<file path="src/rtl/mmc5_cfg.svh">
// Offsets use the compact {A9, A6..A0} form of the $5100-$5206 window and unlisted addresses decode to MMC5_R_NONE
`ifndef MMC5_CFG_SVH
`define MMC5_CFG_SVH

`define MMC5_REG_BASE      6'b010100   // A15..A10 of $5000-$53FF
`define MMC5_EXRAM_BASE    6'b010111   // A15..A10 of $5C00-$5FFF
`define MMC5_R_NONE        8'hFF       // No register at this address

`define MMC5_R_PRG_MODE    8'h00       // $5100
`define MMC5_R_CHR_MODE    8'h01
`define MMC5_R_PROT1       8'h02
`define MMC5_R_PROT2       8'h03
`define MMC5_R_EXRAM_MODE  8'h04
`define MMC5_R_MIRROR      8'h05
`define MMC5_R_FILL_TILE   8'h06
`define MMC5_R_FILL_ATTR   8'h07
`define MMC5_R_PRG_RAM     8'h13       // $5113
`define MMC5_R_PRG_BANK0   8'h14
`define MMC5_R_PRG_BANK1   8'h15
`define MMC5_R_PRG_BANK2   8'h16
`define MMC5_R_PRG_BANK3   8'h17       // Always ROM
`define MMC5_R_CHR_BANK0   8'h20       // $5120, twelve banks follow
`define MMC5_CHR_BANKS     12
`define MMC5_R_CHR_UPPER   8'h30
`define MMC5_R_IRQ_LINE    8'h83       // $5203
`define MMC5_R_IRQ_STATUS  8'h84       // $5204 write enable, read status
`define MMC5_R_MUL_LO      8'h85
`define MMC5_R_MUL_HI      8'h86

`define MMC5_PROT1_KEY     2'b10
`define MMC5_PROT2_KEY     2'b01
`define MMC5_EXRAM_DEPTH   1024
`define MMC5_EXRAM_AW      10
`define MMC5_LAST_LINE     8'd239
`define MMC5_PRG_RAM_PAGE  6'b11_1100  // Upper page bits of PRG-RAM in cart space
`define MMC5_CHR_PAGE      2'b10       // CHR ROM region of cart space
`define MMC5_PRG_MODE_RST  2'd3
`define MMC5_PRG_BANK3_RST 7'h7F

`endif

</file>
<file path="src/rtl/mmc5_pkg.sv">
// Shared bus and register types only; widths follow the cart layout with 22-bit PRG and CHR space
package mmc5_pkg;

	// CPU side as seen by every block
	typedef struct packed {
		logic [15:0] addr;
		logic [7:0]  wdata;
		logic        read;
		logic        write;
		logic [7:0]  reg_off;   // Compact offset or MMC5_R_NONE
	} cpu_bus_t;

	// PPU status levels
	typedef struct packed {
		logic       in_frame;
		logic       sprite16;   // 8x16 sprites on
		logic [8:0] cycle;
		logic [8:0] scanline;
	} ppu_status_t;

	// Full programmed state, driven by the register block
	typedef struct packed {
		logic [1:0]        prg_mode;
		logic [1:0]        chr_mode;
		logic              prot1;      // $5102 key matched
		logic              prot2;      // $5103 key matched
		logic [1:0]        exram_mode;
		logic [7:0]        mirroring;  // Two bits per quadrant
		logic [7:0]        fill_tile;
		logic [1:0]        fill_attr;
		logic [2:0]        prg_ram_bank;
		logic [2:0][7:0]   prg_bank;   // $5114-$5116, bit 7 set means ROM
		logic [6:0]        prg_bank3;
		logic [11:0][9:0]  chr_bank;
		logic [1:0]        chr_upper;
		logic [7:0]        irq_line;
		logic              irq_enable;
		logic              chr_last;   // Last CHR set written
	} mmc5_regs_t;

	// PRG selector byte, bit 7 picks the view
	typedef union packed {
		struct packed {
			logic       is_rom;
			logic [6:0] bank;
		} rom;
		struct packed {
			logic       is_rom;
			logic [3:0] unused;
			logic [2:0] bank;
		} ram;
	} prg_sel_u;

	typedef enum logic {
		SET_SPRITE = 1'b0,  // $5120-$5127
		SET_BG     = 1'b1   // $5128-$512B
	} chr_set_e;

	typedef enum logic [1:0] {
		NT_INT_A  = 2'd0,
		NT_INT_B  = 2'd1,
		NT_EXRAM  = 2'd2,
		NT_FILL   = 2'd3
	} nt_src_e;

endpackage

</file>
<file path="src/rtl/mmc5_scanline_irq.sv">
// Scanline IRQ on lines 1-239; the scanline change is seen only on ppu_ce clocks
`include "mmc5_cfg.svh"

module mmc5_scanline_irq (
	input  logic                  clk,
	input  logic                  reset,
	input  logic                  ce,
	input  logic                  ppu_ce,
	input  mmc5_pkg::ppu_status_t ppu,
	input  logic [7:0]            irq_line,
	input  logic                  irq_enable,
	input  logic                  status_read,
	output logic                  irq_pending,
	output logic                  irq
);

	logic last_sl0;    // Scanline LSB at the last ppu_ce
	logic new_line;
	logic trig;
	logic rd_clear;

	assign new_line = ppu_ce && (ppu.scanline[0] != last_sl0);
	assign trig     = (irq_line != 8'd0) && (irq_line <= `MMC5_LAST_LINE) &&
		(ppu.scanline == {1'b0, irq_line});
	assign rd_clear = ce && status_read;   // $5204 read acknowledges

	always_ff @(posedge clk) begin
		if (reset) begin
			irq_pending <= 1'b0;
			last_sl0    <= 1'b0;
			irq         <= 1'b0;
		end else begin
			if (ppu_ce)
				last_sl0 <= ppu.scanline[0];

			if (rd_clear || !ppu.in_frame)
				irq_pending <= 1'b0;   // Also cleared in vblank
			else if (new_line && trig)
				irq_pending <= 1'b1;

			irq <= irq_pending && irq_enable;   // One cycle behind pending
		end
	end

endmodule

</file>
<file path="config.mk">
export PLATFORM = sky130hd
export DESIGN_NAME = mmc5_scanline_irq
export DESIGN_NICKNAME = d
export VERILOG_FILES = /design/src/rtl/mmc5_pkg.sv /design/src/rtl/mmc5_scanline_irq.sv
export VERILOG_INCLUDE_DIRS = /design/src /design/src/rtl
export SDC_FILE = /design/constraint.sdc
export NUM_CORES = 1
export LEC_CHECK = 0
export BUFFER_PORTS_ARGS = -buffer_cell sky130_fd_sc_hd__buf_2
export CELL_PAD_IN_SITES_DETAIL_PLACEMENT = 1
export CELL_PAD_IN_SITES_GLOBAL_PLACEMENT = 1
export CORE_MARGIN = 2
export CORE_UTILIZATION = 17
export CTS_CLUSTER_SIZE = 12
export DETAILED_ROUTE_END_ITERATION = 10
export PLACE_DENSITY = 0.88
export SYNTH_ARGS = -nofsm -noshare
export SYNTH_HDL_FRONTEND = slang
export SYNTH_SLANG_ARGS = --single-unit
</file>
<file path="constraint.sdc">
create_clock -name clk -period 1.3 [get_ports clk]
set_input_delay 0.065 -clock clk [delete_from_list [all_inputs] [get_ports clk]]
set_output_delay 0.065 -clock clk [all_outputs]
set_load 0.1 [all_outputs]
</file>
Word-level counts from Yosys, hierarchy flattened

Index checks and enable logic that the tools add are counted.

Output and inout bits: 2
Bits in read-only memories: 0
Register bits: 3
Logic and storage cells: 16
Memories: 0
Latch bits: 0
Bits in writable memories: 0

Equal/unequal tests: 2
Reductions and logical operators: 10
Divide/modulo/power cells: 0
Multipliers: 0
Order comparisons: 1
Shift operators: 0
Add/subtract/negate cells: 0
Mux-type cells: 0
Bitwise logic cells: 0

Operator list:

| kind                                                  | number |
|---|---|
| == test 9 x 8 -> 1 bit                                | 1 |
| less-or-equal comparator 8 bit, second input constant | 1 |
| nonzero test 8 bit                                    | 1 |
| logical AND 1 bit                                     | 6 |
| OR reduction 2 bit                                    | 1 |
| zero test 1 bit                                       | 1 |
| logical OR 1 bit                                      | 1 |
| inequality test 1 bit                                 | 1 |

Logic depth before layout (Yosys ltp)

Depth after elaboration: 4
Gate-level depth with buffers: 4
Gate-level depth less buffers: 4

Least setup slack after synthesis

OpenSTA, ideal clock, no wires.

Path kind: reg2reg
Start: register irq_pending (netlist name)
End: register irq_pending
Path slack: -210 ps
Data arrival time: 1406 ps
Cell stages (with the launch flop): 3
Cell sequence: dfxtp_1 -> a311oi_1 -> a2111oi_2

RTL lines:

| what                   | RTL line                | text |
|---|---|---|
| end signal: assignment | mmc5_scanline_irq.sv:29 | `irq_pending <= 1'b0;` |
| end signal: assignment | mmc5_scanline_irq.sv:37 | `irq_pending <= 1'b0;` |
| end signal: assignment | mmc5_scanline_irq.sv:39 | `irq_pending <= 1'b1;` |
| end: declaration       | mmc5_scanline_irq.sv:13 | `output logic irq_pending,` |

Final worst setup path

Start: register irq_pending
End: output port irq_pending

No word-level cell between the ends.

==> results.sh <==
export IMPL_crit_arrival_ps=1000
export IMPL_crit_family="buffers and inverters"
export IMPL_synth_area_per_cell_sq_um=8.05
export IMPL_core_region_area_sq_um=1320
export IMPL_cts_tree="done"
export IMPL_io_pin_count=36
export IMPL_grt_max_degree=5
export IMPL_synth_simple_area_share=0.347
export IMPL_muxShareOfSynthArea=0.0415
export IMPL_peakVddDrop_mv=0.161
export IMPL_cp_cell_sequence="buf_2"
export IMPL_n_fill_cell=175
export IMPL_area_delta_synth_final_pct=71.0
export IMPL_grt_first_pass_wirelength_mm=1.32
export IMPL_hold_path_class="in2reg"
export IMPL_grt_pass1_vias=350
export IMPL_hold_viol=0
export IMPL_rsz0062_at_grt="false"
export IMPL_synth_compound_area_frac=0.145
export IMPL_rows=13
export IMPL_outcome="completed"
export IMPL_antenna_left=0
export IMPL_drt_iter0_markers=5
export IMPL_synth_adder_area_share=0
export IMPL_dr_pass1_iters=2
export IMPL_antenna_found_initial=0
export IMPL_maxSlewViolCount=0
export IMPL_antenna_cells=0
export IMPL_ys_ff_latch=3
export IMPL_min_from="status_read"
export IMPL_grt_overflow=0
export IMPL_dieHeight_microns=41.7
export IMPL_synth_top_family_by_area="simple AND/OR/NAND/NOR gates"
export IMPL_finalSetupViolCount=0
export IMPL_setup_tns_final_ps=0
export IMPL_start_kind="flop"
export IMPL_max_freq_mhz=939
export IMPL_start_util=0.183
export IMPL_ctsHoldBuffers=0
export IMPL_port_buffers=25
export IMPL_path_buf_inv=1
export IMPL_viasPerCell=4.47
export IMPL_crit_required_ps=1240
export IMPL_synth_area_sq_um=241
export IMPL_drt_wl_total_microns=729
export IMPL_ys_types=15
export IMPL_worst_pin_slew_ps=483
export IMPL_layout_common_cells="25 x buf_2, 6 x xor2_1, 4 x nand2_1, 4 x nor2_1, 3 x clkbuf_4"
export IMPL_max_cap_viol_count=0
export IMPL_cpPeakStageDelay_ps=430
export IMPL_track_usage=0.100
export IMPL_root_buffer="clkbuf_4"
export IMPL_crit_slowest_cell="buf_2"
export IMPL_synth_fp_nets=64
export IMPL_power_density_nw_per_um2=815
export IMPL_cts_resized_gates=0
export IMPL_finalNetCount=94
export IMPL_htree_levels=1
export IMPL_path_clk_slew_ps=40
export IMPL_die_w_microns=41.7
export IMPL_period_share=0.819
export IMPL_layout_commonest_cell="buf_2"
export IMPL_ys_seq_area_frac=0.249
export IMPL_regToRegStartpoint="last_sl0"
export IMPL_cts_sinks=3
export IMPL_synth_xor_area_frac=0.218
export IMPL_clock_path_buffers=2
export IMPL_wl_per_cell_microns=9.85
export IMPL_die_area_sq_um=1740
export IMPL_layout_drive_gt1_share=0.542
export IMPL_crit_type="reg2out"
export IMPL_cp_max_fo=4
export IMPL_finalCriticalPeriod_ps=1070
export IMPL_yosys_warnings=0
export IMPL_route_detailed_drc=0
export IMPL_cts_setup_buffers=0
export IMPL_startpoint="irq_pending"
export IMPL_relSlewSlack=0.680
export IMPL_numCtsBuffers=3
export IMPL_hold_ws_ps=10.1
export IMPL_num_vias=331
export IMPL_crit_path_end_kind="output port"
export IMPL_p_leak_uw=0.000205
export IMPL_final_util=0.313
export IMPL_worstSkewPairLatency_ps=230
export IMPL_synthCells=30
export IMPL_gp_congestion=0.640
export IMPL_clock_skew_ps=2.85
export IMPL_hpwl_microns=653
==> cells in the mapped netlist, drive strengths merged <==
cell type / n / share of area
nor4: 2 / 0.078
and3: 1 / 0.026
a311oi: 1 / 0.036
a2111oi: 1 / 0.062
or2: 1 / 0.026
a31oi: 1 / 0.026
nor3: 2 / 0.041
o21ai: 1 / 0.021
xor2: 6 / 0.22
nor2: 4 / 0.062
nand2b: 2 / 0.052
mux2i: 1 / 0.041
nand2: 4 / 0.062
dfxtp: 3 / 0.25
==> sequential cells by signal, summed over array words and instances (netlist names) <==
register and cells:
irq 1, irq_pending 1, last_sl0 1
==> final cells by class <==
type                            instances  area, sq um  share of cell area
Multi-Input combinational cell         27          181               0.439
Timing Repair Buffer                   25          125               0.303
Sequential cell                         3         61.3               0.148
Tap cell                               15         18.8              0.0455
Clock buffer                            4         26.3              0.0636
==> metal layers <==
layer / GRT usage / part of all wire / vias to the layer above
li1: - / - / 166
met1: 0.0995 / 0.39 / 149
met2: 0.172 / 0.51 / 16
met3: 0.0174 / 0.091 / 0
met4: 0.0968 / 0 / 0
met5: 0 / 0 / -
==> logic make-up after synthesis <==
kind of cell | count (synthesis)
DFF | 3
xor gates and xnor gates | 6
and+or+nand+nor | 16
muxes | 1
AOI/OAI and AO/OA | 4
==> worst paths after layout <==
kind | to | slack, ps | cells past startpoint
hold / removal | irq_pending | 10 | 2
setup reg to reg | irq_pending | 370 | 3
setup / recovery | irq_pending | 230 | 1
hold reg to reg | irq | 460 | 2
==> power by group <==
part	internal, uW	switching (uW)
logic	42.5	34.5
clock network	115	48.7
registers	94.4	1.30
total	252	84.5
==> through the flow <==
stage	power (uW)	area (sq um)	setup WS, ps	std cells
2_1_floorplan	127	243	114	30
3_3_place_gp	173	387	140	70
3_5_place_dp	175	387	112	70
4_1_cts	345	413	222	74
5_1_grt	360	413	209	74
6_report	336	413	235	74
(Power assumes the default switching activity.)
