## config.mk

```make
export PLATFORM = sky130hd
export DESIGN_NAME = mmc5_prg_map
export DESIGN_NICKNAME = d
export VERILOG_FILES = /design/src/rtl/mmc5_pkg.sv /design/src/rtl/mmc5_prg_map.sv
export VERILOG_INCLUDE_DIRS = /design/src /design/src/rtl
export SDC_FILE = /design/constraint.sdc
export NUM_CORES = 1
export LEC_CHECK = 0
export BUFFER_PORTS_ARGS = -buffer_cell sky130_fd_sc_hd__buf_2
export CAP_MARGIN = 20
export CORE_AREA = 5 5 87 89
export DETAILED_ROUTE_END_ITERATION = 8
export DIE_AREA = 0 0 92 94
export PLACE_DENSITY = 0.55
export SKIP_LAST_GASP = 1
export SLEW_MARGIN = 20
export SYNTH_ARGS = -nofsm -noshare
export SYNTH_HDL_FRONTEND = slang
export SYNTH_SLANG_ARGS = --single-unit
```

## constraint.sdc

```tcl
create_clock -name vclk -period 0.98
set_input_delay 0.098 -clock vclk [all_inputs]
set_output_delay 0.098 -clock vclk [all_outputs]
set_load 0.05 [all_outputs]
```

## src/rtl/mmc5_cfg.svh

```systemverilog
// Offsets use the compact {A9, A6..A0} form of the $5100-$5206 window and unlisted addresses decode to MMC5_R_NONE
`ifndef MMC5_CFG_SVH
`define MMC5_CFG_SVH

`define MMC5_REG_BASE      6'b010100   // A15..A10 of $5000-$53FF
`define MMC5_EXRAM_BASE    6'b010111   // A15..A10 of $5C00-$5FFF
`define MMC5_R_NONE        8'hFF       // No register at this address

`define MMC5_R_PRG_MODE    8'h00       // $5100
`define MMC5_R_CHR_MODE    8'h01
`define MMC5_R_PROT1       8'h02
`define MMC5_R_PROT2       8'h03
`define MMC5_R_EXRAM_MODE  8'h04
`define MMC5_R_MIRROR      8'h05
`define MMC5_R_FILL_TILE   8'h06
`define MMC5_R_FILL_ATTR   8'h07
`define MMC5_R_PRG_RAM     8'h13       // $5113
`define MMC5_R_PRG_BANK0   8'h14
`define MMC5_R_PRG_BANK1   8'h15
`define MMC5_R_PRG_BANK2   8'h16
`define MMC5_R_PRG_BANK3   8'h17       // Always ROM
`define MMC5_R_CHR_BANK0   8'h20       // $5120, twelve banks follow
`define MMC5_CHR_BANKS     12
`define MMC5_R_CHR_UPPER   8'h30
`define MMC5_R_IRQ_LINE    8'h83       // $5203
`define MMC5_R_IRQ_STATUS  8'h84       // $5204 write enable, read status
`define MMC5_R_MUL_LO      8'h85
`define MMC5_R_MUL_HI      8'h86

`define MMC5_PROT1_KEY     2'b10
`define MMC5_PROT2_KEY     2'b01
`define MMC5_EXRAM_DEPTH   1024
`define MMC5_EXRAM_AW      10
`define MMC5_LAST_LINE     8'd239
`define MMC5_PRG_RAM_PAGE  6'b11_1100  // Upper page bits of PRG-RAM in cart space
`define MMC5_CHR_PAGE      2'b10       // CHR ROM region of cart space
`define MMC5_PRG_MODE_RST  2'd3
`define MMC5_PRG_BANK3_RST 7'h7F

`endif

```

## src/rtl/mmc5_pkg.sv

```systemverilog
// Shared bus and register types only; widths follow the cart layout with 22-bit PRG and CHR space
package mmc5_pkg;

	// CPU side as seen by every block
	typedef struct packed {
		logic [15:0] addr;
		logic [7:0]  wdata;
		logic        read;
		logic        write;
		logic [7:0]  reg_off;   // Compact offset or MMC5_R_NONE
	} cpu_bus_t;

	// PPU status levels
	typedef struct packed {
		logic       in_frame;
		logic       sprite16;   // 8x16 sprites on
		logic [8:0] cycle;
		logic [8:0] scanline;
	} ppu_status_t;

	// Full programmed state, driven by the register block
	typedef struct packed {
		logic [1:0]        prg_mode;
		logic [1:0]        chr_mode;
		logic              prot1;      // $5102 key matched
		logic              prot2;      // $5103 key matched
		logic [1:0]        exram_mode;
		logic [7:0]        mirroring;  // Two bits per quadrant
		logic [7:0]        fill_tile;
		logic [1:0]        fill_attr;
		logic [2:0]        prg_ram_bank;
		logic [2:0][7:0]   prg_bank;   // $5114-$5116, bit 7 set means ROM
		logic [6:0]        prg_bank3;
		logic [11:0][9:0]  chr_bank;
		logic [1:0]        chr_upper;
		logic [7:0]        irq_line;
		logic              irq_enable;
		logic              chr_last;   // Last CHR set written
	} mmc5_regs_t;

	// PRG selector byte, bit 7 picks the view
	typedef union packed {
		struct packed {
			logic       is_rom;
			logic [6:0] bank;
		} rom;
		struct packed {
			logic       is_rom;
			logic [3:0] unused;
			logic [2:0] bank;
		} ram;
	} prg_sel_u;

	typedef enum logic {
		SET_SPRITE = 1'b0,  // $5120-$5127
		SET_BG     = 1'b1   // $5128-$512B
	} chr_set_e;

	typedef enum logic [1:0] {
		NT_INT_A  = 2'd0,
		NT_INT_B  = 2'd1,
		NT_EXRAM  = 2'd2,
		NT_FILL   = 2'd3
	} nt_src_e;

endpackage

```

## src/rtl/mmc5_prg_map.sv

```systemverilog
// PRG map in 8 KB pages, pure combinational; PRG-RAM is limited to eight banks at a fixed page
`include "mmc5_cfg.svh"

module mmc5_prg_map (
	input  mmc5_pkg::mmc5_regs_t regs,
	input  logic [15:0]          cpu_addr,
	input  logic                 cpu_write,
	output logic [21:0]          prg_addr,
	output logic                 prg_allow
);

	mmc5_pkg::prg_sel_u sel;
	logic [8:0]         page;   // 8 KB page in cart space
	logic               ram_we;

	always_comb begin
		sel = {1'b1, regs.prg_bank3};   // Fixed top bank by default
		casez ({regs.prg_mode, cpu_addr[15:13]})
			5'b??_0??: begin   // $6000-$7FFF in every mode
				sel.ram.is_rom = 1'b0;
				sel.ram.unused = '0;
				sel.ram.bank   = regs.prg_ram_bank;
			end
			5'b00_1??: sel = {1'b1, regs.prg_bank3[6:2], cpu_addr[14:13]};    // 32 KB
			5'b01_10?: sel = {regs.prg_bank[1][7:1], cpu_addr[13]};           // 16 KB
			5'b01_11?: sel = {1'b1, regs.prg_bank3[6:1], cpu_addr[13]};
			5'b10_10?: sel = {regs.prg_bank[1][7:1], cpu_addr[13]};
			5'b10_110: sel = regs.prg_bank[2];                                // 8 KB
			5'b10_111: sel = {1'b1, regs.prg_bank3};
			5'b11_100: sel = regs.prg_bank[0];
			5'b11_101: sel = regs.prg_bank[1];
			5'b11_110: sel = regs.prg_bank[2];
			5'b11_111: sel = {1'b1, regs.prg_bank3};
			default: ;
		endcase
	end

	assign page     = sel.rom.is_rom ? {2'b00, sel.rom.bank} : {`MMC5_PRG_RAM_PAGE, sel.ram.bank};
	assign prg_addr = {page, cpu_addr[12:0]};

	// Both keys needed before PRG-RAM takes a write
	assign ram_we    = regs.prot1 && regs.prot2;
	assign prg_allow = (cpu_addr >= 16'h6000) &&
		(!cpu_write || (!sel.ram.is_rom && ram_we));

endmodule

```

## After elaboration in Yosys (flattened, before gate mapping)

Cells that the tools add are included.

| word-level totals | value |
|---|---|
| word-level logic and storage cells | 23 |
| bits of input ports | 209 |
| register bits after elaboration | 0 |

| operators by class | value |
|---|---|
| reduce and logical (&&, ||, !) cells | 9 |
| muxes and demuxes | 2 |
| bitwise operators | 1 |
| magnitude comparators | 1 |
| eq/ne operators | 10 |

Operator list:

| operator | number |
|---|---|
| $pmux 8 s8 | 1 |
| $eq 5x5->1 const B | 6 |
| $ge 16x15->1 const B | 1 |
| $mux 9 | 1 |
| $eq 4x3->1 const B | 2 |
| $reduce_or 2->1 | 3 |
| $eq 4x4->1 const B | 1 |
| $eq 3x1->1 const B | 1 |
| $logic_and 1x1->1 | 3 |
| $logic_not 1->1 | 2 |
| $logic_or 1x1->1 | 1 |
| $not 1->1 | 1 |

## Longest topological paths before layout

| logic depth | value |
|---|---|
| depth after elaboration | 7 |
| mapped depth | 5 |

## Worst setup path after synthesis

Ideal clock, no wire load.

| path | value |
|---|---|
| path type | input-to-output |
| start | in regs[191] (netlist name) |
| end | out prg_addr[16] |
| path buffers | 1 |
| setup slack | -0.937 ns |
| stages on the path | 5 |
| data arrival time | 1.819 ns |
| cell sequence | buf_4 and2b_1 o21ai_1 a31oi_2 a21oi_1 |

| on the way | value |
|---|---|
| cells in the longest elaborated chain, start to end | 4 |
| elaborated cells between the ends (all ways) | 15 |

Ends and longest elaborated chain:

| element | RTL line | source |
|---|---|---|
| from (decl) | mmc5_prg_map.sv:5 | `input mmc5_pkg::mmc5_regs_t regs,` |
| $eq 5x5->1 (tied with other cells) | mmc5_prg_map.sv:18 | `casez ({regs.prg_mode, cpu_addr[15:13]})` |
| $reduce_or 2->1 (no line) | n/a |  |
| $pmux 8 s8 (*) | mmc5_prg_map.sv:18 |  |
| $mux 9 (*) | mmc5_prg_map.sv:38 | `` assign page = sel.rom.is_rom ? {2'b00, sel.rom.bank} : {`MMC5_PRG_RAM_PAGE, sel.ram.bank}; `` |
| to (decl) | mmc5_prg_map.sv:8 | `output logic [21:0] prg_addr,` |

Mark *: on every way between the ends. The rest lies on a longest branch, timed or not.

## Worst setup path after layout

| path | value |
|---|---|
| start | in cpu_addr[13] |
| end | out prg_addr[18] |

| on the way | value |
|---|---|
| cells in the longest elaborated chain, start to end | 4 |
| elaborated cells between the ends (all ways) | 10 |

Ends and longest elaborated chain:

| element | RTL line | source |
|---|---|---|
| from (decl) | mmc5_prg_map.sv:6 | `input logic [15:0] cpu_addr,` |
| $eq 5x5->1 | mmc5_prg_map.sv:18 |  |
| $reduce_or 2->1 (no line) | n/a |  |
| $pmux 8 s8 (*) | mmc5_prg_map.sv:18 |  |
| $mux 9 (*) | mmc5_prg_map.sv:38 |  |

Marked as above.

==> impl_metrics.json <==
{
  "dr.pass1.iters": 9,
  "core_area_mm2": 0.00668,
  "synth_top_area_share_pct": 23.3,
  "crit_arrival_ps": 1300,
  "cellPowerDensity_mw_per_mm2": 538,
  "finalCritPeriodShare_pct": 143,
  "worstSetupPathType": "input pin to output port",
  "antenna_found_initial": 0,
  "port_buffers": 52,
  "wire_per_inst_um": 12.5,
  "dp_hpwl_um": 2100,
  "die_w_um": 92,
  "grt_pass1_vias": 750,
  "yosysMostFrequentCell": "buf_4",
  "yosysTopAreaCell": "buf_4",
  "n_clock_buffer": 0,
  "layout.area.seq_um2": 0,
  "crit_chain": "buf_8 > nand3b_1 > buf_4 > a21oi_4 > a31oi_4 > nand3b_1 > buf_6",
  "cp_common_cell": "nand3b_1",
  "hold_depth": 0,
  "die_y_um": 94,
  "grt.total_usage_pct": 5.42,
  "critical_path.max_fanout": 5,
  "dpl_cell_area_um2": 861,
  "synth_fp_nets": 278,
  "fin_nets": 337,
  "cpPeakStageDelay_ps": 280,
  "drv_slew": 0,
  "endpoint_kind": "output port",
  "drc": 0,
  "maxCapViolCount": 0,
  "fin_area_mm2": 0.00113,
  "ys_seq_area_share_pct": 0,
  "rows": 30,
  "status": "complete, but fails checks",
  "crit_path_start_kind": "input pin",
  "overflow": 0,
  "drive_above_1_share_pct": 76.2,
  "postRouteAntennaNets": 0,
  "syn_avg_cell_area_um2": 7.00,
  "gp_congestion": 0.744,
  "ys_warn_count": 0,
  "hold_path.class": "input pin to output port",
  "fin_util_pct": 17.0,
  "cp.required_ps": 880,
  "worstMarginPinSlew_ps": 394,
  "start_util_pct": 7.23,
  "setup_viol": 10,
  "p_leak_uw": 0.000493,
  "hold_violations": 0,
  "post-route-min-period_ps": 1400,
  "die_area_mm2": 0.00865,
  "synth_common_cells": "15 x buf_4, 8 x nand2_1, 6 x a21oi_1",
  "ios": 232,
  "synthCells": 69,
  "synth_cell_types": 28,
  "num_antenna_cells": 0,
  "cpLargestDelayFamily": "buffers and inverters",
  "grt_pass1_wl_um": 3760,
  "setup_slack_ps": -421,
  "num_vias": 738,
  "syn-cell-area_um2": 483,
  "fmax_mhz": 714,
  "syn_to_final_growth_pct": 135,
  "drt_iter0_markers": 31,
  "fillers": 767,
  "crit_cells": 7,
  "violations": "setup timing",
  "drt_wl_total_um": 2570,
  "rsz0062_at_grt": "yes",
  "grt_max_degree": 11,
  "synth.area.top_cells": "buf_4 23%, a222oi_1 10%, nand3b_1 7.8%",
  "peakVddDrop_mv": 0.169,
  "relSlewSlack_pct": 73.8,
  "vias_per_cell": 3.58,
  "cp_num_buf_inv": 3,
  "crit_path_top_delay_cell": "nand3b_1",
  "seq_cell_count": 0
}
## area by class of cell
| cell class | count | area (µm²) | area share (%) |
|---|---|---|---|
| tap | 80 | 100 | 8.82 |
| timing repair buffer | 74 | 579 | 51.0 |
| inverter | 1 | 6.26 | 0.551 |
| multi-input combinational | 51 | 449 | 39.6 |
## metrics by stage
stage | setup WS [ps] | total power [µW] | instances | hold slack, ps | TNS (ps)
floorplan | -485 | 439 | 69 | 295 | -3330
global placement | -611 | 471 | 196 | 196 | -4500
detailed placement | -629 | 475 | 196 | 196 | -4740
CTS | -471 | 584 | 201 | 196 | -3410
global route | -532 | 649 | 206 | 196 | -4140
finish | -421 | 611 | 206 | 196 | -3460
## logic make-up after synthesis
group	Yosys count	synth area share (%)
buffers and inverters	18	27.5
and+or+nand+nor	26	31.1
AOI/OAI and AO/OA	24	39.4
muxes	1	2.07
## placed cells by master (no fill, tap or decap), types with 2 or more instances in the layout
| master | count |
|---|---|
| a21oi_2 | 3 |
| a21oi_4 | 2 |
| a222oi_1 | 5 |
| a31oi_2 | 2 |
| buf_2 | 37 |
| buf_4 | 17 |
| buf_6 | 13 |
| buf_8 | 5 |
| nand2_1 | 7 |
| nand3b_1 | 5 |
| nor2_1 | 3 |
| nor2_4 | 3 |
| o21ai_2 | 3 |
## repair_timing
item,4_1_cts,5_1_grt
gates cloned,0,1
endpoints found under the setup margin,10,10
hold buffers,0,0
setup buffers,8,6
pin swaps,14,8
resized for setup,47,7
## worst paths after layout
kind | start | end | slack (ps)
max | cpu_addr[13] | prg_addr[18] | -420
min | cpu_addr[0] | prg_addr[0] | 200
## power breakdown
part / internal [µW] / switching (µW)
logic: 298 / 313
registers: 0 / 0
clock network: 0 / 0
total: 298 / 313
## metal layers
metal  part of all wire, %  wire (µm)  vias to the layer above  global-route usage, %
met5                     0          0                        -                      0
met4                     0          0                        0                  0.371
li1                      -          -                      365                      -
met1                    43       1100                      333                   7.05
met3                   7.3        187                        0                  0.641
met2                    50       1290                       40                   9.98
(Power assumes the default switching activity.)
