<file path="config.mk">
export PLATFORM = sky130hd
export DESIGN_NAME = mmc5_chr_map
export DESIGN_NICKNAME = d
export VERILOG_FILES = /design/src/rtl/mmc5_pkg.sv /design/src/rtl/mmc5_chr_map.sv
export VERILOG_INCLUDE_DIRS = /design/src /design/src/rtl
export SDC_FILE = /design/constraint.sdc
export NUM_CORES = 1
export LEC_CHECK = 0
export BUFFER_PORTS_ARGS = -buffer_cell sky130_fd_sc_hd__buf_2
export CORE_AREA = 2 2 95 97
export DETAILED_ROUTE_END_ITERATION = 6
export DIE_AREA = 0 0 97 99
export GPL_TIMING_DRIVEN = 0
export PLACE_DENSITY = 0.75
export SLEW_MARGIN = 20
export SYNTH_ARGS = -nofsm -noshare
export SYNTH_HDL_FRONTEND = slang
export SYNTH_SLANG_ARGS = --single-unit
export TNS_END_PERCENT = 10
</file>
<file path="constraint.sdc">
create_clock -name vclk -period 1.4
set_clock_uncertainty 0.05 [all_clocks]
set_input_delay 0.14 -clock vclk [all_inputs]
set_output_delay 0.14 -clock vclk [all_outputs]
set_load 0.1 [all_outputs]
</file>
<file path="src/rtl/mmc5_cfg.svh">
// Offsets use the compact {A9, A6..A0} form of the $5100-$5206 window and unlisted addresses decode to MMC5_R_NONE
`ifndef MMC5_CFG_SVH
`define MMC5_CFG_SVH

`define MMC5_REG_BASE      6'b010100   // A15..A10 of $5000-$53FF
`define MMC5_EXRAM_BASE    6'b010111   // A15..A10 of $5C00-$5FFF
`define MMC5_R_NONE        8'hFF       // No register at this address

`define MMC5_R_PRG_MODE    8'h00       // $5100
`define MMC5_R_CHR_MODE    8'h01
`define MMC5_R_PROT1       8'h02
`define MMC5_R_PROT2       8'h03
`define MMC5_R_EXRAM_MODE  8'h04
`define MMC5_R_MIRROR      8'h05
`define MMC5_R_FILL_TILE   8'h06
`define MMC5_R_FILL_ATTR   8'h07
`define MMC5_R_PRG_RAM     8'h13       // $5113
`define MMC5_R_PRG_BANK0   8'h14
`define MMC5_R_PRG_BANK1   8'h15
`define MMC5_R_PRG_BANK2   8'h16
`define MMC5_R_PRG_BANK3   8'h17       // Always ROM
`define MMC5_R_CHR_BANK0   8'h20       // $5120, twelve banks follow
`define MMC5_CHR_BANKS     12
`define MMC5_R_CHR_UPPER   8'h30
`define MMC5_R_IRQ_LINE    8'h83       // $5203
`define MMC5_R_IRQ_STATUS  8'h84       // $5204 write enable, read status
`define MMC5_R_MUL_LO      8'h85
`define MMC5_R_MUL_HI      8'h86

`define MMC5_PROT1_KEY     2'b10
`define MMC5_PROT2_KEY     2'b01
`define MMC5_EXRAM_DEPTH   1024
`define MMC5_EXRAM_AW      10
`define MMC5_LAST_LINE     8'd239
`define MMC5_PRG_RAM_PAGE  6'b11_1100  // Upper page bits of PRG-RAM in cart space
`define MMC5_CHR_PAGE      2'b10       // CHR ROM region of cart space
`define MMC5_PRG_MODE_RST  2'd3
`define MMC5_PRG_BANK3_RST 7'h7F

`endif

</file>
<file path="src/rtl/mmc5_pkg.sv">
// Shared bus and register types only; widths follow the cart layout with 22-bit PRG and CHR space
package mmc5_pkg;

	// CPU side as seen by every block
	typedef struct packed {
		logic [15:0] addr;
		logic [7:0]  wdata;
		logic        read;
		logic        write;
		logic [7:0]  reg_off;   // Compact offset or MMC5_R_NONE
	} cpu_bus_t;

	// PPU status levels
	typedef struct packed {
		logic       in_frame;
		logic       sprite16;   // 8x16 sprites on
		logic [8:0] cycle;
		logic [8:0] scanline;
	} ppu_status_t;

	// Full programmed state, driven by the register block
	typedef struct packed {
		logic [1:0]        prg_mode;
		logic [1:0]        chr_mode;
		logic              prot1;      // $5102 key matched
		logic              prot2;      // $5103 key matched
		logic [1:0]        exram_mode;
		logic [7:0]        mirroring;  // Two bits per quadrant
		logic [7:0]        fill_tile;
		logic [1:0]        fill_attr;
		logic [2:0]        prg_ram_bank;
		logic [2:0][7:0]   prg_bank;   // $5114-$5116, bit 7 set means ROM
		logic [6:0]        prg_bank3;
		logic [11:0][9:0]  chr_bank;
		logic [1:0]        chr_upper;
		logic [7:0]        irq_line;
		logic              irq_enable;
		logic              chr_last;   // Last CHR set written
	} mmc5_regs_t;

	// PRG selector byte, bit 7 picks the view
	typedef union packed {
		struct packed {
			logic       is_rom;
			logic [6:0] bank;
		} rom;
		struct packed {
			logic       is_rom;
			logic [3:0] unused;
			logic [2:0] bank;
		} ram;
	} prg_sel_u;

	typedef enum logic {
		SET_SPRITE = 1'b0,  // $5120-$5127
		SET_BG     = 1'b1   // $5128-$512B
	} chr_set_e;

	typedef enum logic [1:0] {
		NT_INT_A  = 2'd0,
		NT_INT_B  = 2'd1,
		NT_EXRAM  = 2'd2,
		NT_FILL   = 2'd3
	} nt_src_e;

endpackage

</file>
<file path="src/rtl/mmc5_chr_map.sv">
// CHR map in 1 KB pages, pure combinational; no split or extended-attribute page override
`include "mmc5_cfg.svh"

module mmc5_chr_map (
	input  mmc5_pkg::mmc5_regs_t  regs,
	input  mmc5_pkg::ppu_status_t ppu,
	input  logic [13:0]           chr_addr_in,
	output logic [21:0]           chr_addr
);

	mmc5_pkg::chr_set_e set;
	logic               is_bg_fetch;
	logic [9:0]         chrsel;   // 1 KB page

	// Sprite fetches sit at cycles 256-319
	assign is_bg_fetch = !(ppu.cycle[8] && !ppu.cycle[6]);

	// Split sets only with 8x16 sprites while rendering
	always_comb begin
		if (ppu.sprite16 && ppu.in_frame)
			set = is_bg_fetch ? mmc5_pkg::SET_BG : mmc5_pkg::SET_SPRITE;
		else
			set = mmc5_pkg::chr_set_e'(regs.chr_last);
	end

	always_comb begin
		chrsel = regs.chr_bank[0];
		casez ({regs.chr_mode, chr_addr_in[12:10], set})
			// 8 KB
			6'b00_???_0: chrsel = {regs.chr_bank[7][6:0], chr_addr_in[12:10]};
			6'b00_???_1: chrsel = {regs.chr_bank[11][6:0], chr_addr_in[12:10]};
			// 4 KB, background set mirrors into both halves
			6'b01_0??_0: chrsel = {regs.chr_bank[3][7:0], chr_addr_in[11:10]};
			6'b01_1??_0: chrsel = {regs.chr_bank[7][7:0], chr_addr_in[11:10]};
			6'b01_???_1: chrsel = {regs.chr_bank[11][7:0], chr_addr_in[11:10]};
			// 2 KB
			6'b10_00?_0: chrsel = {regs.chr_bank[1][8:0], chr_addr_in[10]};
			6'b10_01?_0: chrsel = {regs.chr_bank[3][8:0], chr_addr_in[10]};
			6'b10_10?_0: chrsel = {regs.chr_bank[5][8:0], chr_addr_in[10]};
			6'b10_11?_0: chrsel = {regs.chr_bank[7][8:0], chr_addr_in[10]};
			6'b10_?0?_1: chrsel = {regs.chr_bank[9][8:0], chr_addr_in[10]};
			6'b10_?1?_1: chrsel = {regs.chr_bank[11][8:0], chr_addr_in[10]};
			// 1 KB, sprite set uses 0-7 and background set 8-11
			6'b11_???_0: chrsel = regs.chr_bank[chr_addr_in[12:10]];
			6'b11_???_1: chrsel = regs.chr_bank[{2'b10, chr_addr_in[11:10]}];
			default: ;
		endcase
	end

	assign chr_addr = {`MMC5_CHR_PAGE, chrsel, chr_addr_in[9:0]};

endmodule

</file>
; Yosys cells after proc, flatten, opt, wreduce, memory -nomap -nowiden
; Cells that the tools add are included.
[op_classes]
add_sub_neg = 0
mul = 0
n_div = 0
order_cmp = 2
n_eq_ne = 12
shifts = 0
muxes = 7
bitwise_logic = 0
n_reduce_logical = 4
[op_table]
columns = op, count
row1 = $pmux W10 S13, 1
row2 = $bmux W10 S3, 1
row3 = $bmux W10 S2, 1
row4 = $eq A5 B5 Y1 const B, 4
row5 = $mux W10, 2
row6 = $eq A4 B3 Y1 const B, 2
row7 = $eq A4 B4 Y1 const B, 2
row8 = $eq A3 B3 Y1 const B, 2
row9 = $lt A3 B5 Y1 const B, 1
row10 = $lt A4 B5 Y1 const B, 1
row11 = $eq A3 B1 Y1 const B, 1
row12 = $eq A3 B2 Y1 const B, 1
row13 = $logic_not A3 Y1, 1
row14 = $logic_and A1 B1 Y1, 2
row15 = $mux W1, 2
row16 = $logic_not A1 Y1, 1
[totals]
register_bits = 0
latchBits = 0
mem_bits_rw = 0
rom_bits = 0
in_bits = 226
out_inout_bits = 22
wordCells = 25
mem_count = 0

; Depth between registers and ports, before layout
[logic_depth]
word_depth = 6
depth_mapped = 8
ltp_nobuf = 5

; Worst setup path after synthesis
; No wires, ideal clock.
[synth_timing]
kind = input to output
startpoint = input chr_addr_in[11]
endpoint = output chr_addr[15]
t_arrival_ns = 2.517
required_ns = 1.210
path_slack_ns = -1.307
path_stages = 7
path_buffers = 3
path_cell_list = buf_6 -> buf_4 -> buf_4 -> mux2i_1 -> a211oi_1 -> o22ai_1 -> a21oi_1
[synth_between]
elab_chain_len = 3
word_cells_on_any_way = 11
cone_classes = eq/ne: 6 / mux: 5
[synth_rtl]
columns = item, line_no
row1 = start: declaration, mmc5_chr_map.sv:7  ; input logic [13:0] chr_addr_in,
row2 = $bmux W10 S3 or $bmux W10 S2 (tied branches), "mmc5_chr_map.sv:44, mmc5_chr_map.sv:45"
row3 = $mux W10 (on tied branches), "mmc5_chr_map.sv:44, mmc5_chr_map.sv:45"
row4 = $pmux W10 S13 *, mmc5_chr_map.sv:28  ; casez ({regs.chr_mode, chr_addr_in[12:10], set})
row5 = end: declaration, mmc5_chr_map.sv:8  ; output logic [21:0] chr_addr
; Mark *: on every way between the ends. The rest lies on a longest branch, timed or not. The select of a mux whose other input is x is not followed.

; Worst setup path in the final report
[layout_timing]
startpoint = input chr_addr_in[11]
endpoint = output chr_addr[13]
; The elaborated chain is that of the path after synthesis.

==> results.py <==
metrics = {
    "die": {
        "chipHeight_um": 99,
        "rows": 34,
        "core-area_um2": 8550,
        "die_area_um2": 9600,
        "start_util_pct": 24.0,
        "io_pins": 248,
        "dieWidth_um": 97,
    },
    "logic_synthesis": {
        "ys_seq_area_share_pct": 0,
        "yosys_warnings": 0,
        "synth_top_cell_by_area": "mux2i_1",
        "synth_nets": 455,
        "yosysUniqueCellTypes": 48,
        "syn-cell-area_um2": 2050,
        "syn_inst": 229,
        "synthTopCellsByArea": "mux2i_1 (18%), mux4_1 (15%), mux4_2 (14%), buf_4 (6.6%), a21oi_1 (3.4%)",
        "synth_area_per_cell_um2": 8.96,
        "synth_top_area_share_pct": 18.0,
    },
    "placed_design": {
        "pre_cts_slack_ns": -1.02,
        "portBuffers": 148,
        "placed_cell_area_um2": 3000,
        "globalplace.congestion": 0.930,
        "hpwl_mm": 8.58,
    },
    "detailed_routing": {
        "vias_per_cell": 5.52,
        "wl_met3_um": 774,
        "firstDrtPassIters": 4,
        "wire_per_inst_um": 22.3,
        "post-route-drc-count": 0,
        "wl_met1_mm": 5.23,
        "vias": 2743,
        "ant_nets": 0,
        "finalWirelength_mm": 11.1,
        "dr_wl_met2_mm": 5.08,
        "drt_iter0_markers": 142,
        "highest_layer": "met3",
    },
    "layout": {
        "flops_and_latches": 0,
        "layout.nets": 617,
        "final_common_cell": "buf_2",
        "final_cell_mix": "buf_2 (137), mux2i_1 (33), buf_4 (24)",
        "diodes": 0,
        "clock_buffer_count": 0,
        "final_cell_area_um2": 3570,
        "layout-drive-gt1-share_pct": 63.5,
        "seqCellArea_um2": 0,
        "utilization_pct": 41.7,
        "areaGrowthSynthToFinish_pct": 73.8,
    },
    "critical_path": {
        "cpPeakStageDelay_ns": 0.53,
        "slowest_stage": "mux4_2",
        "crit_path_frequent_cell": "buf_12",
        "cp.required_ns": 1.21,
        "endpoint_kind": "output pin",
        "worstPathArrival_ns": 1.80,
        "worstSetupPathType": "input pin to output pin",
        "path_cells": "buf_12 > mux4_2 > a221oi_2 > o22ai_1 > o32a_4 > buf_12",
        "critical_path.startpoint_type": "input pin",
        "cp_max_fo": 10,
    },
    "sta": {
        "setup_viol": 10,
        "period_share_pct": 142,
        "drv_slew": 0,
        "grt_setup_unrepaired": "true",
        "fin_ws_ns": -0.590,
        "period_needed_ns": 1.99,
        "clock.fmax_mhz": 503,
        "max_slew.worst_pin.slew_ns": 0.578,
        "hold_viol": 0,
        "slew_headroom_pct": 61.5,
    },
    "outcome": {
        "status": "complete, but fails checks",
        "failed_checks": "setup timing",
    },
    "job": {
        "drv_cap": 0,
    },
    "global_route": {
        "grt.total_usage_pct": 21.6,
        "grt_pass1_vias": 2723,
        "grt_pass1_wl_mm": 16.2,
        "grt_max_degree": 11,
        "grt_antenna_before_repair": 0,
        "gr-total-overflow": 0,
    },
    "pwr": {
        "power_density_nw_per_um2": 498,
        "peakVddDrop_mv": 0.252,
        "total_leakage_power_nw": 1.64,
    },
    "hold_path": {
        "hp-start": "chr_addr_in[0]",
        "holdPathStages": 2,
        "holdPathEnd": "chr_addr[0]",
        "hold_path_class": "input pin to output pin",
    },
}
routing by layer:
layer / track usage [%] / up-vias
met1: 32.7 / 1321
met5: 0 / -
met3: 2.20 / 0
li1: - / 1256
met4: 0.325 / 0
met2: 35.1 / 166
how the worst max path moves through the flow:
stage | start | end
6_report | chr_addr_in[11] | chr_addr[13]
5_1_grt | chr_addr_in[11] | chr_addr[13]
4_1_cts | ppu[19] | chr_addr[15]
3_5_place_dp | regs[189] | chr_addr[15]
3_3_place_gp | regs[189] | chr_addr[15]
2_1_floorplan | chr_addr_in[12] | chr_addr[11]
cells by family after synthesis:
family,Yosys count,share of synthesized area (%)
other cells,2,0.366
compound gates,69,24.1
mux,67,50.6
buf+inv,36,11.5
simple gates,55,13.5
layout make-up:
cell class         instances  area [um2]
multi-input cells        193        1990
plain buffers             34         369
repair buffers           160        1060
inverters                  2        7.51
fillers                  884        4980
well taps                108         135
Yosys cell counts (2+ instances only):
library cell  instances
inv_1                 2
nand3b_1              2
nor2_1               18
nand2_1               7
a2111oi_0             3
o22ai_1               8
a221oi_1              5
a211oi_1              2
o221ai_1              3
buf_6                 3
o21ai_0               8
conb_1                2
o22a_1                4
a21oi_1              14
mux4_1               12
a22oi_1               4
nand3_1               6
mux4_2               13
clkbuf_1              5
mux2_2                4
a21boi_0              2
nor2b_1               6
o32a_1                2
nor3_1                3
buf_2                 8
mux2i_1              37
buf_4                18
and2_1                3
nand2b_1              5
or3_1                 2
worst max-delay path: cells and delay by family:
| kind | cells | cell delay (ns) |
|---|---|---|
| compound gates | 3 | 0.83 |
| buf+inv | 2 | 0.29 |
| mux | 1 | 0.53 |
repair_timing:
item,4_1_cts,5_1_grt
gates resized for setup,107,10
buffers inserted,8,0
pin swaps,15,3
setup endpoints to repair,10,10
hold buffers,0,0
gates cloned,4,0
where the power goes:
part           leakage, nW  total, W  switching [W]  internal [W]
clock                    0         0              0             0
combinational         1.64   0.00178        0.00101      0.000765
sequential               0         0              0             0
per-stage QoR:
| stage | power (W) | setup TNS (ns) | hold slack [ns] | cells |
|---|---|---|---|---|
| final | 0.00178 | -5.09 | 0.614 | 497 |
| after global routing | 0.00185 | -5.45 | 0.617 | 497 |
| after CTS | 0.00176 | -5.07 | 0.614 | 497 |
| after detailed placement | 0.00145 | -8.91 | 0.614 | 485 |
| after global placement | 0.00144 | -8.98 | 0.614 | 485 |
| after floorplan | 0.00102 | -3.31 | 0.442 | 229 |
Note: power is estimated with default switching activity, not from simulation.
