<file path="config.mk">
export PLATFORM = sky130hd
export DESIGN_NAME = mmc5_regs
export DESIGN_NICKNAME = d
export VERILOG_FILES = /design/src/rtl/mmc5_pkg.sv /design/src/rtl/mmc5_regs.sv
export VERILOG_INCLUDE_DIRS = /design/src /design/src/rtl
export SDC_FILE = /design/constraint.sdc
export NUM_CORES = 1
export LEC_CHECK = 0
export BUFFER_PORTS_ARGS = -buffer_cell sky130_fd_sc_hd__buf_2
export CORE_MARGIN = 4
export CORE_UTILIZATION = 57
export DETAILED_ROUTE_END_ITERATION = 7
export PLACE_DENSITY_LB_ADDON = 0.2
export SYNTH_ARGS = -nofsm -noshare
export SYNTH_HDL_FRONTEND = slang
export SYNTH_SLANG_ARGS = --single-unit
</file>
<file path="constraint.sdc">
create_clock -name clk -period 14.8 [get_ports clk]
set_input_delay 2.22 -clock clk [delete_from_list [all_inputs] [get_ports clk]]
set_output_delay 2.22 -clock clk [all_outputs]
set_load 0.01 [all_outputs]
</file>
<file path="src/rtl/mmc5_cfg.svh">
// Offsets use the compact {A9, A6..A0} form of the $5100-$5206 window and unlisted addresses decode to MMC5_R_NONE
`ifndef MMC5_CFG_SVH
`define MMC5_CFG_SVH

`define MMC5_REG_BASE      6'b010100   // A15..A10 of $5000-$53FF
`define MMC5_EXRAM_BASE    6'b010111   // A15..A10 of $5C00-$5FFF
`define MMC5_R_NONE        8'hFF       // No register at this address

`define MMC5_R_PRG_MODE    8'h00       // $5100
`define MMC5_R_CHR_MODE    8'h01
`define MMC5_R_PROT1       8'h02
`define MMC5_R_PROT2       8'h03
`define MMC5_R_EXRAM_MODE  8'h04
`define MMC5_R_MIRROR      8'h05
`define MMC5_R_FILL_TILE   8'h06
`define MMC5_R_FILL_ATTR   8'h07
`define MMC5_R_PRG_RAM     8'h13       // $5113
`define MMC5_R_PRG_BANK0   8'h14
`define MMC5_R_PRG_BANK1   8'h15
`define MMC5_R_PRG_BANK2   8'h16
`define MMC5_R_PRG_BANK3   8'h17       // Always ROM
`define MMC5_R_CHR_BANK0   8'h20       // $5120, twelve banks follow
`define MMC5_CHR_BANKS     12
`define MMC5_R_CHR_UPPER   8'h30
`define MMC5_R_IRQ_LINE    8'h83       // $5203
`define MMC5_R_IRQ_STATUS  8'h84       // $5204 write enable, read status
`define MMC5_R_MUL_LO      8'h85
`define MMC5_R_MUL_HI      8'h86

`define MMC5_PROT1_KEY     2'b10
`define MMC5_PROT2_KEY     2'b01
`define MMC5_EXRAM_DEPTH   1024
`define MMC5_EXRAM_AW      10
`define MMC5_LAST_LINE     8'd239
`define MMC5_PRG_RAM_PAGE  6'b11_1100  // Upper page bits of PRG-RAM in cart space
`define MMC5_CHR_PAGE      2'b10       // CHR ROM region of cart space
`define MMC5_PRG_MODE_RST  2'd3
`define MMC5_PRG_BANK3_RST 7'h7F

`endif

</file>
<file path="src/rtl/mmc5_pkg.sv">
// Shared bus and register types only; widths follow the cart layout with 22-bit PRG and CHR space
package mmc5_pkg;

	// CPU side as seen by every block
	typedef struct packed {
		logic [15:0] addr;
		logic [7:0]  wdata;
		logic        read;
		logic        write;
		logic [7:0]  reg_off;   // Compact offset or MMC5_R_NONE
	} cpu_bus_t;

	// PPU status levels
	typedef struct packed {
		logic       in_frame;
		logic       sprite16;   // 8x16 sprites on
		logic [8:0] cycle;
		logic [8:0] scanline;
	} ppu_status_t;

	// Full programmed state, driven by the register block
	typedef struct packed {
		logic [1:0]        prg_mode;
		logic [1:0]        chr_mode;
		logic              prot1;      // $5102 key matched
		logic              prot2;      // $5103 key matched
		logic [1:0]        exram_mode;
		logic [7:0]        mirroring;  // Two bits per quadrant
		logic [7:0]        fill_tile;
		logic [1:0]        fill_attr;
		logic [2:0]        prg_ram_bank;
		logic [2:0][7:0]   prg_bank;   // $5114-$5116, bit 7 set means ROM
		logic [6:0]        prg_bank3;
		logic [11:0][9:0]  chr_bank;
		logic [1:0]        chr_upper;
		logic [7:0]        irq_line;
		logic              irq_enable;
		logic              chr_last;   // Last CHR set written
	} mmc5_regs_t;

	// PRG selector byte, bit 7 picks the view
	typedef union packed {
		struct packed {
			logic       is_rom;
			logic [6:0] bank;
		} rom;
		struct packed {
			logic       is_rom;
			logic [3:0] unused;
			logic [2:0] bank;
		} ram;
	} prg_sel_u;

	typedef enum logic {
		SET_SPRITE = 1'b0,  // $5120-$5127
		SET_BG     = 1'b1   // $5128-$512B
	} chr_set_e;

	typedef enum logic [1:0] {
		NT_INT_A  = 2'd0,
		NT_INT_B  = 2'd1,
		NT_EXRAM  = 2'd2,
		NT_FILL   = 2'd3
	} nt_src_e;

endpackage

</file>
<file path="src/rtl/mmc5_regs.sv">
// Writes land on a ce clock with write high; split, audio and $5010 registers are not decoded
`include "mmc5_cfg.svh"

module mmc5_regs (
	input  logic                 clk,
	input  logic                 reset,
	input  logic                 ce,
	input  mmc5_pkg::cpu_bus_t   cpu,
	input  mmc5_pkg::ppu_status_t ppu,
	input  logic [7:0]           exram_rdata,   // One clock behind the address
	input  logic                 irq_pending,
	output mmc5_pkg::mmc5_regs_t regs,
	output logic                 status_read,   // Pulse on a $5204 read
	output logic [7:0]           cpu_rdata,
	output logic                 cpu_rdata_valid
);

	logic [7:0]  mul_a, mul_b;   // Multiplier factors
	logic [15:0] product;
	logic        sprite16_q;     // For the 8x16 to 8x8 edge
	logic        wr_en;
	logic        in_exram;

	assign wr_en    = ce && cpu.write;
	assign in_exram = (cpu.addr[15:10] == `MMC5_EXRAM_BASE);
	assign product  = mul_a * mul_b;

	always_ff @(posedge clk) begin
		if (reset) begin
			regs            <= '0;
			regs.prg_mode   <= `MMC5_PRG_MODE_RST;
			regs.prg_bank3  <= `MMC5_PRG_BANK3_RST;
			mul_a           <= '0;
			mul_b           <= '0;
			sprite16_q      <= 1'b0;
		end else begin
			if (wr_en) begin
				case (cpu.reg_off)
					`MMC5_R_PRG_MODE:   regs.prg_mode <= cpu.wdata[1:0];
					`MMC5_R_CHR_MODE:   regs.chr_mode <= cpu.wdata[1:0];
					`MMC5_R_PROT1:      regs.prot1 <= (cpu.wdata[1:0] == `MMC5_PROT1_KEY);
					`MMC5_R_PROT2:      regs.prot2 <= (cpu.wdata[1:0] == `MMC5_PROT2_KEY);
					`MMC5_R_EXRAM_MODE: regs.exram_mode <= cpu.wdata[1:0];
					`MMC5_R_MIRROR:     regs.mirroring <= cpu.wdata;
					`MMC5_R_FILL_TILE:  regs.fill_tile <= cpu.wdata;
					`MMC5_R_FILL_ATTR:  regs.fill_attr <= cpu.wdata[1:0];
					`MMC5_R_PRG_RAM:    regs.prg_ram_bank <= cpu.wdata[2:0];
					`MMC5_R_PRG_BANK0:  regs.prg_bank[0] <= cpu.wdata;
					`MMC5_R_PRG_BANK1:  regs.prg_bank[1] <= cpu.wdata;
					`MMC5_R_PRG_BANK2:  regs.prg_bank[2] <= cpu.wdata;
					`MMC5_R_PRG_BANK3:  regs.prg_bank3 <= cpu.wdata[6:0];   // Bit 7 ignored
					`MMC5_R_CHR_UPPER:  regs.chr_upper <= cpu.wdata[1:0];
					`MMC5_R_IRQ_LINE:   regs.irq_line <= cpu.wdata;
					`MMC5_R_IRQ_STATUS: regs.irq_enable <= cpu.wdata[7];
					`MMC5_R_MUL_LO:     mul_a <= cpu.wdata;
					`MMC5_R_MUL_HI:     mul_b <= cpu.wdata;
					default: ;
				endcase

				// CHR banks take the upper bits latched at write time
				if (cpu.reg_off[7:4] == `MMC5_R_CHR_BANK0 >> 4 &&
						cpu.reg_off[3:0] < 4'(`MMC5_CHR_BANKS))
					regs.chr_bank[cpu.reg_off[3:0]] <= {regs.chr_upper, cpu.wdata};

				// Set choice remembered only while 8x16 is on
				if (cpu.reg_off[7:4] == `MMC5_R_CHR_BANK0 >> 4)
					regs.chr_last <= cpu.reg_off[3] & ppu.sprite16;
			end

			sprite16_q <= ppu.sprite16;
			if (sprite16_q && !ppu.sprite16)
				regs.chr_last <= 1'b0;   // Back to 8x8 sprites
		end
	end

	assign status_read = ce && cpu.read && (cpu.reg_off == `MMC5_R_IRQ_STATUS);

	// Read-back, open bus unless something answers
	always_comb begin
		cpu_rdata       = 8'hFF;
		cpu_rdata_valid = 1'b0;
		if (in_exram && regs.exram_mode[1]) begin
			cpu_rdata       = exram_rdata;   // Modes 2/3 only
			cpu_rdata_valid = cpu.read;
		end else if (cpu.reg_off == `MMC5_R_IRQ_STATUS) begin
			cpu_rdata       = {irq_pending, ppu.in_frame, 6'b11_1111};
			cpu_rdata_valid = cpu.read;
		end else if (cpu.reg_off == `MMC5_R_MUL_LO) begin
			cpu_rdata       = product[7:0];
			cpu_rdata_valid = cpu.read;
		end else if (cpu.reg_off == `MMC5_R_MUL_HI) begin
			cpu_rdata       = product[15:8];
			cpu_rdata_valid = cpu.read;
		end
	end

endmodule

</file>
# Word-level counts from Yosys, hierarchy flattened
# Cells that the tools add are included.
# totals
elab_cells,99
out_inout_bits,202
inputBits,66
regBits,209
# classes
n_lt_le_gt_ge,3
multipliers,1
n_reduce_logical,30
mux,11
eq_ne,21
bitwise,1
# ops
operator,count
120-bit bitwise mux,1
10-bit demux with 4-bit select,1
8-bit by 5-bit == test with 1-bit output (second input constant),5
2-bit AND reduction,20
8-bit by 3-bit == test with 1-bit output (second input constant),4
8-bit == test (second input constant),4
8-bit 2-to-1 mux,4
8-bit by 2-bit == test with 1-bit output (second input constant),2
8-bit by 8-bit multiplier with 16-bit output,1
10-bit 2-to-1 mux,1
8-bit by 1-bit == test with 1-bit output (second input constant),1
8-bit by 6-bit == test with 1-bit output (second input constant),1
8-bit zero test,1
1-bit logical AND,7
6-bit by 5-bit == test with 1-bit output (second input constant),1
4-bit by 5-bit less-than comparator with 1-bit output (second input constant),1
4-bit by 2-bit == test with 1-bit output (second input constant),1
4-bit by 1-bit >= comparator with 1-bit output (second input constant),1
4-bit less-than comparator (second input constant),1
1-bit 2-to-1 mux,4
2-bit by 1-bit == test with 1-bit output (second input constant),1
2-bit == test (second input constant),1
2-bit OR reduction,1
1-bit AND,1
1-bit zero test,1

# Longest topological paths before layout
# logic_depth
ltp_word,5
depth_mapped,16
ltp_nobuf,16

# Worst setup path before layout
# No wires, ideal clock.
# synth_path
path_type,reg2out
startpoint,register mul_a[5]
endpoint,output cpu_rdata[5]
setup_slack_ps,8340
n_path_buf,1
t_required_ps,12580
t_arrival_ps,4240
path_stages_with_launch,15
cell_sequence,dfxtp_1 > clkbuf_1 > and2_1 > fa_1 > fa_1 > fa_1 > inv_1 > fa_1 > inv_1 > ha_1 > a2111o_1 > o21ai_0 > o21ai_0 > and3_1 > nor3_1
# synth_via
elab_chain_cells,5
# synth_rtl
element,line_no,text
start: declaration,mmc5_regs.sv:18,"logic [7:0] mul_a, mul_b;"
start signal: assignment,mmc5_regs.sv:55,`MMC5_R_MUL_LO: mul_a <= cpu.wdata;
8-bit by 8-bit multiplier with 16-bit output *,mmc5_regs.sv:26,assign product = mul_a * mul_b;
8-bit 2-to-1 mux,mmc5_regs.sv:91,end else if (cpu.reg_off == `MMC5_R_MUL_HI) begin
8-bit 2-to-1 mux *,mmc5_regs.sv:88,end else if (cpu.reg_off == `MMC5_R_MUL_LO) begin
8-bit 2-to-1 mux *,mmc5_regs.sv:85,end else if (cpu.reg_off == `MMC5_R_IRQ_STATUS) begin
8-bit 2-to-1 mux *,mmc5_regs.sv:82,if (in_exram && regs.exram_mode[1]) begin
end: declaration,mmc5_regs.sv:14,"output logic [7:0] cpu_rdata,"
# Mark *: on every way between the ends. The rest lies on a longest branch, timed or not.

# Final worst setup path
# layout_path
startpoint,register mul_a[1]
endpoint,output cpu_rdata[5]
# Same word-level chain as after synthesis.

==> run summary <==
Status
* **outcome** completed

Routing
* **starting DRC count in detailed routing** 401
* **first-pass detailed-route iteration total** 5
* **DR WL/cell** 17.8 µm
* **ANT nets after route** 0
* **aggregate routed wire length** 26,800 µm
* **drt via density** 5.38
* **DRC errors left** 0
* **overall via count from detail_route** 8,103

Worst setup path
* **Crit. End Element** primary output
* **count of cell instances traversed by the critical path** 16
* **required arrival time at the worst endpoint** 12.58 ns
* **maximum single-stage delay on the critical path** 0.55 ns
* **cell family with most CP delay** adder cells
* **length in cells of the worst reg-to-reg path** 2
* **Worst Setup Start Kind** register
* **path type of the worst setup path** reg2out
* **Worst path slowest cell** sky130_fd_sc_hd__dfxtp_1
* **data arrival at the endpoint of the critical path** 5.15 ns
* **Worst Path Max Fanout** 9
* **ordered cell list for the critical path** nand2_1 > fa_1 > fa_1 > inv_1 > fa_1 > inv_1 > fa_1 > inv_1 > ha_1 > o21a_1 > o31a_1 > o21ai_0 > o21ai_0 > and3_1 > nor3_1 > buf_2
* **combined buffer and inverter count along the critical path** 4
* **most frequent cell on the critical path** sky130_fd_sc_hd__fa_1

Pwr
* **share of power burned in registers** 0.489
* **pwr dens** 96.1 nW/µm²
* **Clk network pwr share** 0.479
* **standby leakage power** 6.18 nW
* **Pwr Total** 0.00115 W
* **worst vdd ir** 107 µV
* **net switching share of the total power** 0.222
* **internal power consumption** 0.000896 W
* **combinational cell fraction of total power** 0.032
* **Sw Pwr** 0.000256 W

STA
* **worst hold slack after final layout** 0.452 ns
* **max_slew headroom** 0.270
* **Setup violations, final** 0
* **final hold violation count** 0
* **Final Worst Setup Slack** 7.43 ns
* **portion of the clock cycle consumed by the worst path in the final layout** 0.498
* **post-route setup TNS** 0 ns
* **transition time of the tightest slew-check pin** 1.09 ns
* **Final Skew** 0.0167 ns
* **time the worst path needs with I/O delays and setup** 7.37 ns
* **maximum clock frequency** 136 MHz
* **Final Slew Violations** 0
* **unrepaired setup endpoints after global routing** no

Clock tree
* **number of clock sinks seen by CTS** 209
* **cts bufs inserted** 22
* **CTS Root Buffer Type** sky130_fd_sc_hd__clkbuf_16
* **Post-CTS Hold Buffers** 0
* **clk slew on worst S/H paths** 0.06 ns
* **H-tree depth reported by CTS** 1
* **CTS tree** yes
* **setup repair bufs after CTS** 0
* **clock insertion delay at the later pin of the skew report** 0.51 ns
* **post-cts sizing count** 0
* **Clock Path Buffers** 3

Synth
* **biggest area contributors in the synthesized netlist** sky130_fd_sc_hd__dfxtp_1, sky130_fd_sc_hd__mux2i_1, sky130_fd_sc_hd__fa_1
* **post-synthesis instance area** 9960 µm²
* **count of state elements after synthesis** 209
* **Synth warnings** 0
* **dominant cell type by area after synthesis** sky130_fd_sc_hd__dfxtp_1
* **Synth Instances** 1,056
* **average footprint of a synthesized cell** 9.43 µm²
* **post-synthesis async set-or-reset flop share** 0
* **post-synth net total** 1,194
* **sequential-to-total area share from yosys stat** 0.420
* **primary flip-flop cell chosen by synthesis mapping** sky130_fd_sc_hd__dfxtp_1
* **share of the synthesized area in the top cell type** 0.420
* **count of flip-flops with a built-in enable after synthesis** 0
* **number of distinct standard cells referenced by the synthesized netlist** 50

Global routing
* **Top Usage Layer GRT** met2
* **via count of the first global-routing pass** 7,915
* **met1 track utilization from global routing** 0.333
* **number of antenna violations at the first check in global routing** 3
* **maximum number of pins on one net before global-route repair** 139
* **total track usage** 0.266
* **M3 GR Usage** 0.0782
* **total grt overflow** 0
* **wire length of the first global-routing pass** 42,800 µm
* **met2 layer usage reported by global route** 0.439

Floorplanning
* **die area** 19,600 µm²
* **die extent in y** 140 µm
* **Rows** 48
* **number of primary I/O pins** 268
* **starting density of the core** 0.578
* **horizontal extent of the die** 140 µm
* **Core Area** 17,200 µm²

Finish
* **layout cell share with drive strength beyond 1** 0.228
* **highest-count cells in the layout ignoring fill and taps** sky130_fd_sc_hd__buf_2, sky130_fd_sc_hd__dfxtp_1, sky130_fd_sc_hd__nor2_1
* **most common cell after layout, fill and taps aside** sky130_fd_sc_hd__buf_2
* **area overhead of the layout relative to synthesis** 20.4%
* **Final nets** 1,403
* **fill cell total of the finished layout** 1,372

Placement
* **gpl congestion** 0.875
* **half-perimeter wire length after placement** 18,600 µm
* **number of port buffers** 239
* **pre-CTS setup slack** 7.97 ns

Worst hold path
* **type of the worst min-delay path** reg2reg
* **Hold Crit Depth** 2

Flow run
* **number of maximum-capacitance violations** 0

==> tightest hold or removal path: stages, from the launching register on <==
cell	delay, ns
sky130_fd_sc_hd__dfxtp_1	0.31
sky130_fd_sc_hd__nand2_1	0.05
sky130_fd_sc_hd__a21oi_1	0.05
==> per-stage QoR <==
step / utilization / instances / instance area [µm²]
final: 0.695 / 1507 / 12000
after global routing: 0.695 / 1507 / 12000
after CTS: 0.695 / 1506 / 12000
after detailed placement: 0.652 / 1466 / 11200
after global placement: 0.652 / 1466 / 11200
after floorplan: - / 1056 / 9960
==> routing by layer <==
metal  part of all wire  vias up
met1               0.41     3855
li1                   -     3925
met4              0.032        4
met2               0.48      264
met5             0.0010        -
met3              0.080       55
==> area by class of cell <==
cell class                 count  area, µm²  share of cell area
multi-input combinational    736       5340               0.446
sequential                   209       4180               0.349
timing repair buffer         243       1230               0.103
clock buffer                  31        644              0.0538
tap                          225        282              0.0235
inverter                      53        199              0.0166
clock inverter                 9        100             0.00835
antenna                        1       2.50            0.000209
==> synth_stat cells, drive strengths merged, types with 2 or more instances <==
cell type / instances
and2: 46
o22ai: 5
a211oi: 4
fa: 36
nor4b: 3
nor2: 196
nand4: 3
nor2b: 16
xnor2: 6
and3: 2
nor4: 4
xor2: 3
nor3: 4
a211o: 9
clkbuf: 45
a31oi: 3
a21oi: 43
ha: 36
o21ai: 20
nand2b: 5
or3: 5
mux2i: 170
buf: 13
nor3b: 3
inv: 53
nand2: 76
nand3: 22
dfxtp: 209
==> flip-flops by register name (all words and copies together), names as in the netlist <==
name / cells
mul_a: 8
sprite16_q: 1
regs: 192
mul_b: 8
==> final timing paths <==
kind / startpoint / to / slack (ns)
setup / recovery: mul_a[1]$_SDFFE_PP0P_ / cpu_rdata[5] / 7.43
setup reg to reg: regs[10]$_SDFFE_PP0P_ / regs[80]$_SDFFE_PP0P_ / 13.62
hold reg to reg: regs[73]$_SDFFE_PP0P_ / regs[73]$_SDFFE_PP0P_ / 0.45
hold / removal: regs[73]$_SDFFE_PP0P_ / regs[73]$_SDFFE_PP0P_ / 0.45
==> power groups by stage <==
stage                     Sequential (W)  Clock, W  Combinational (W)
final                           0.000563  0.000552          0.0000364
after global routing            0.000563  0.000588          0.0000389
after global placement          0.000576         0          0.0000359
after CTS                       0.000563  0.000562          0.0000360
after floorplan                 0.000576         0          0.0000211
after detailed placement        0.000576         0          0.0000358
==> kinds of logic (layout without fill, tap and decap cells) <==
kind of cell,Yosys count,count (layout),synth area share
AND/OR/NAND/NOR,392,392,0.184
flip-flops,209,209,0.420
multiplexers,170,170,0.171
buffers and inverters,111,336,0.0439
AO/OA/AOI/OAI,93,93,0.0553
adder cells (fa/ha/maj),72,72,0.118
XOR/XNOR,9,9,0.00792
other,0,1,0
Note: power is estimated with default switching activity, not from simulation.
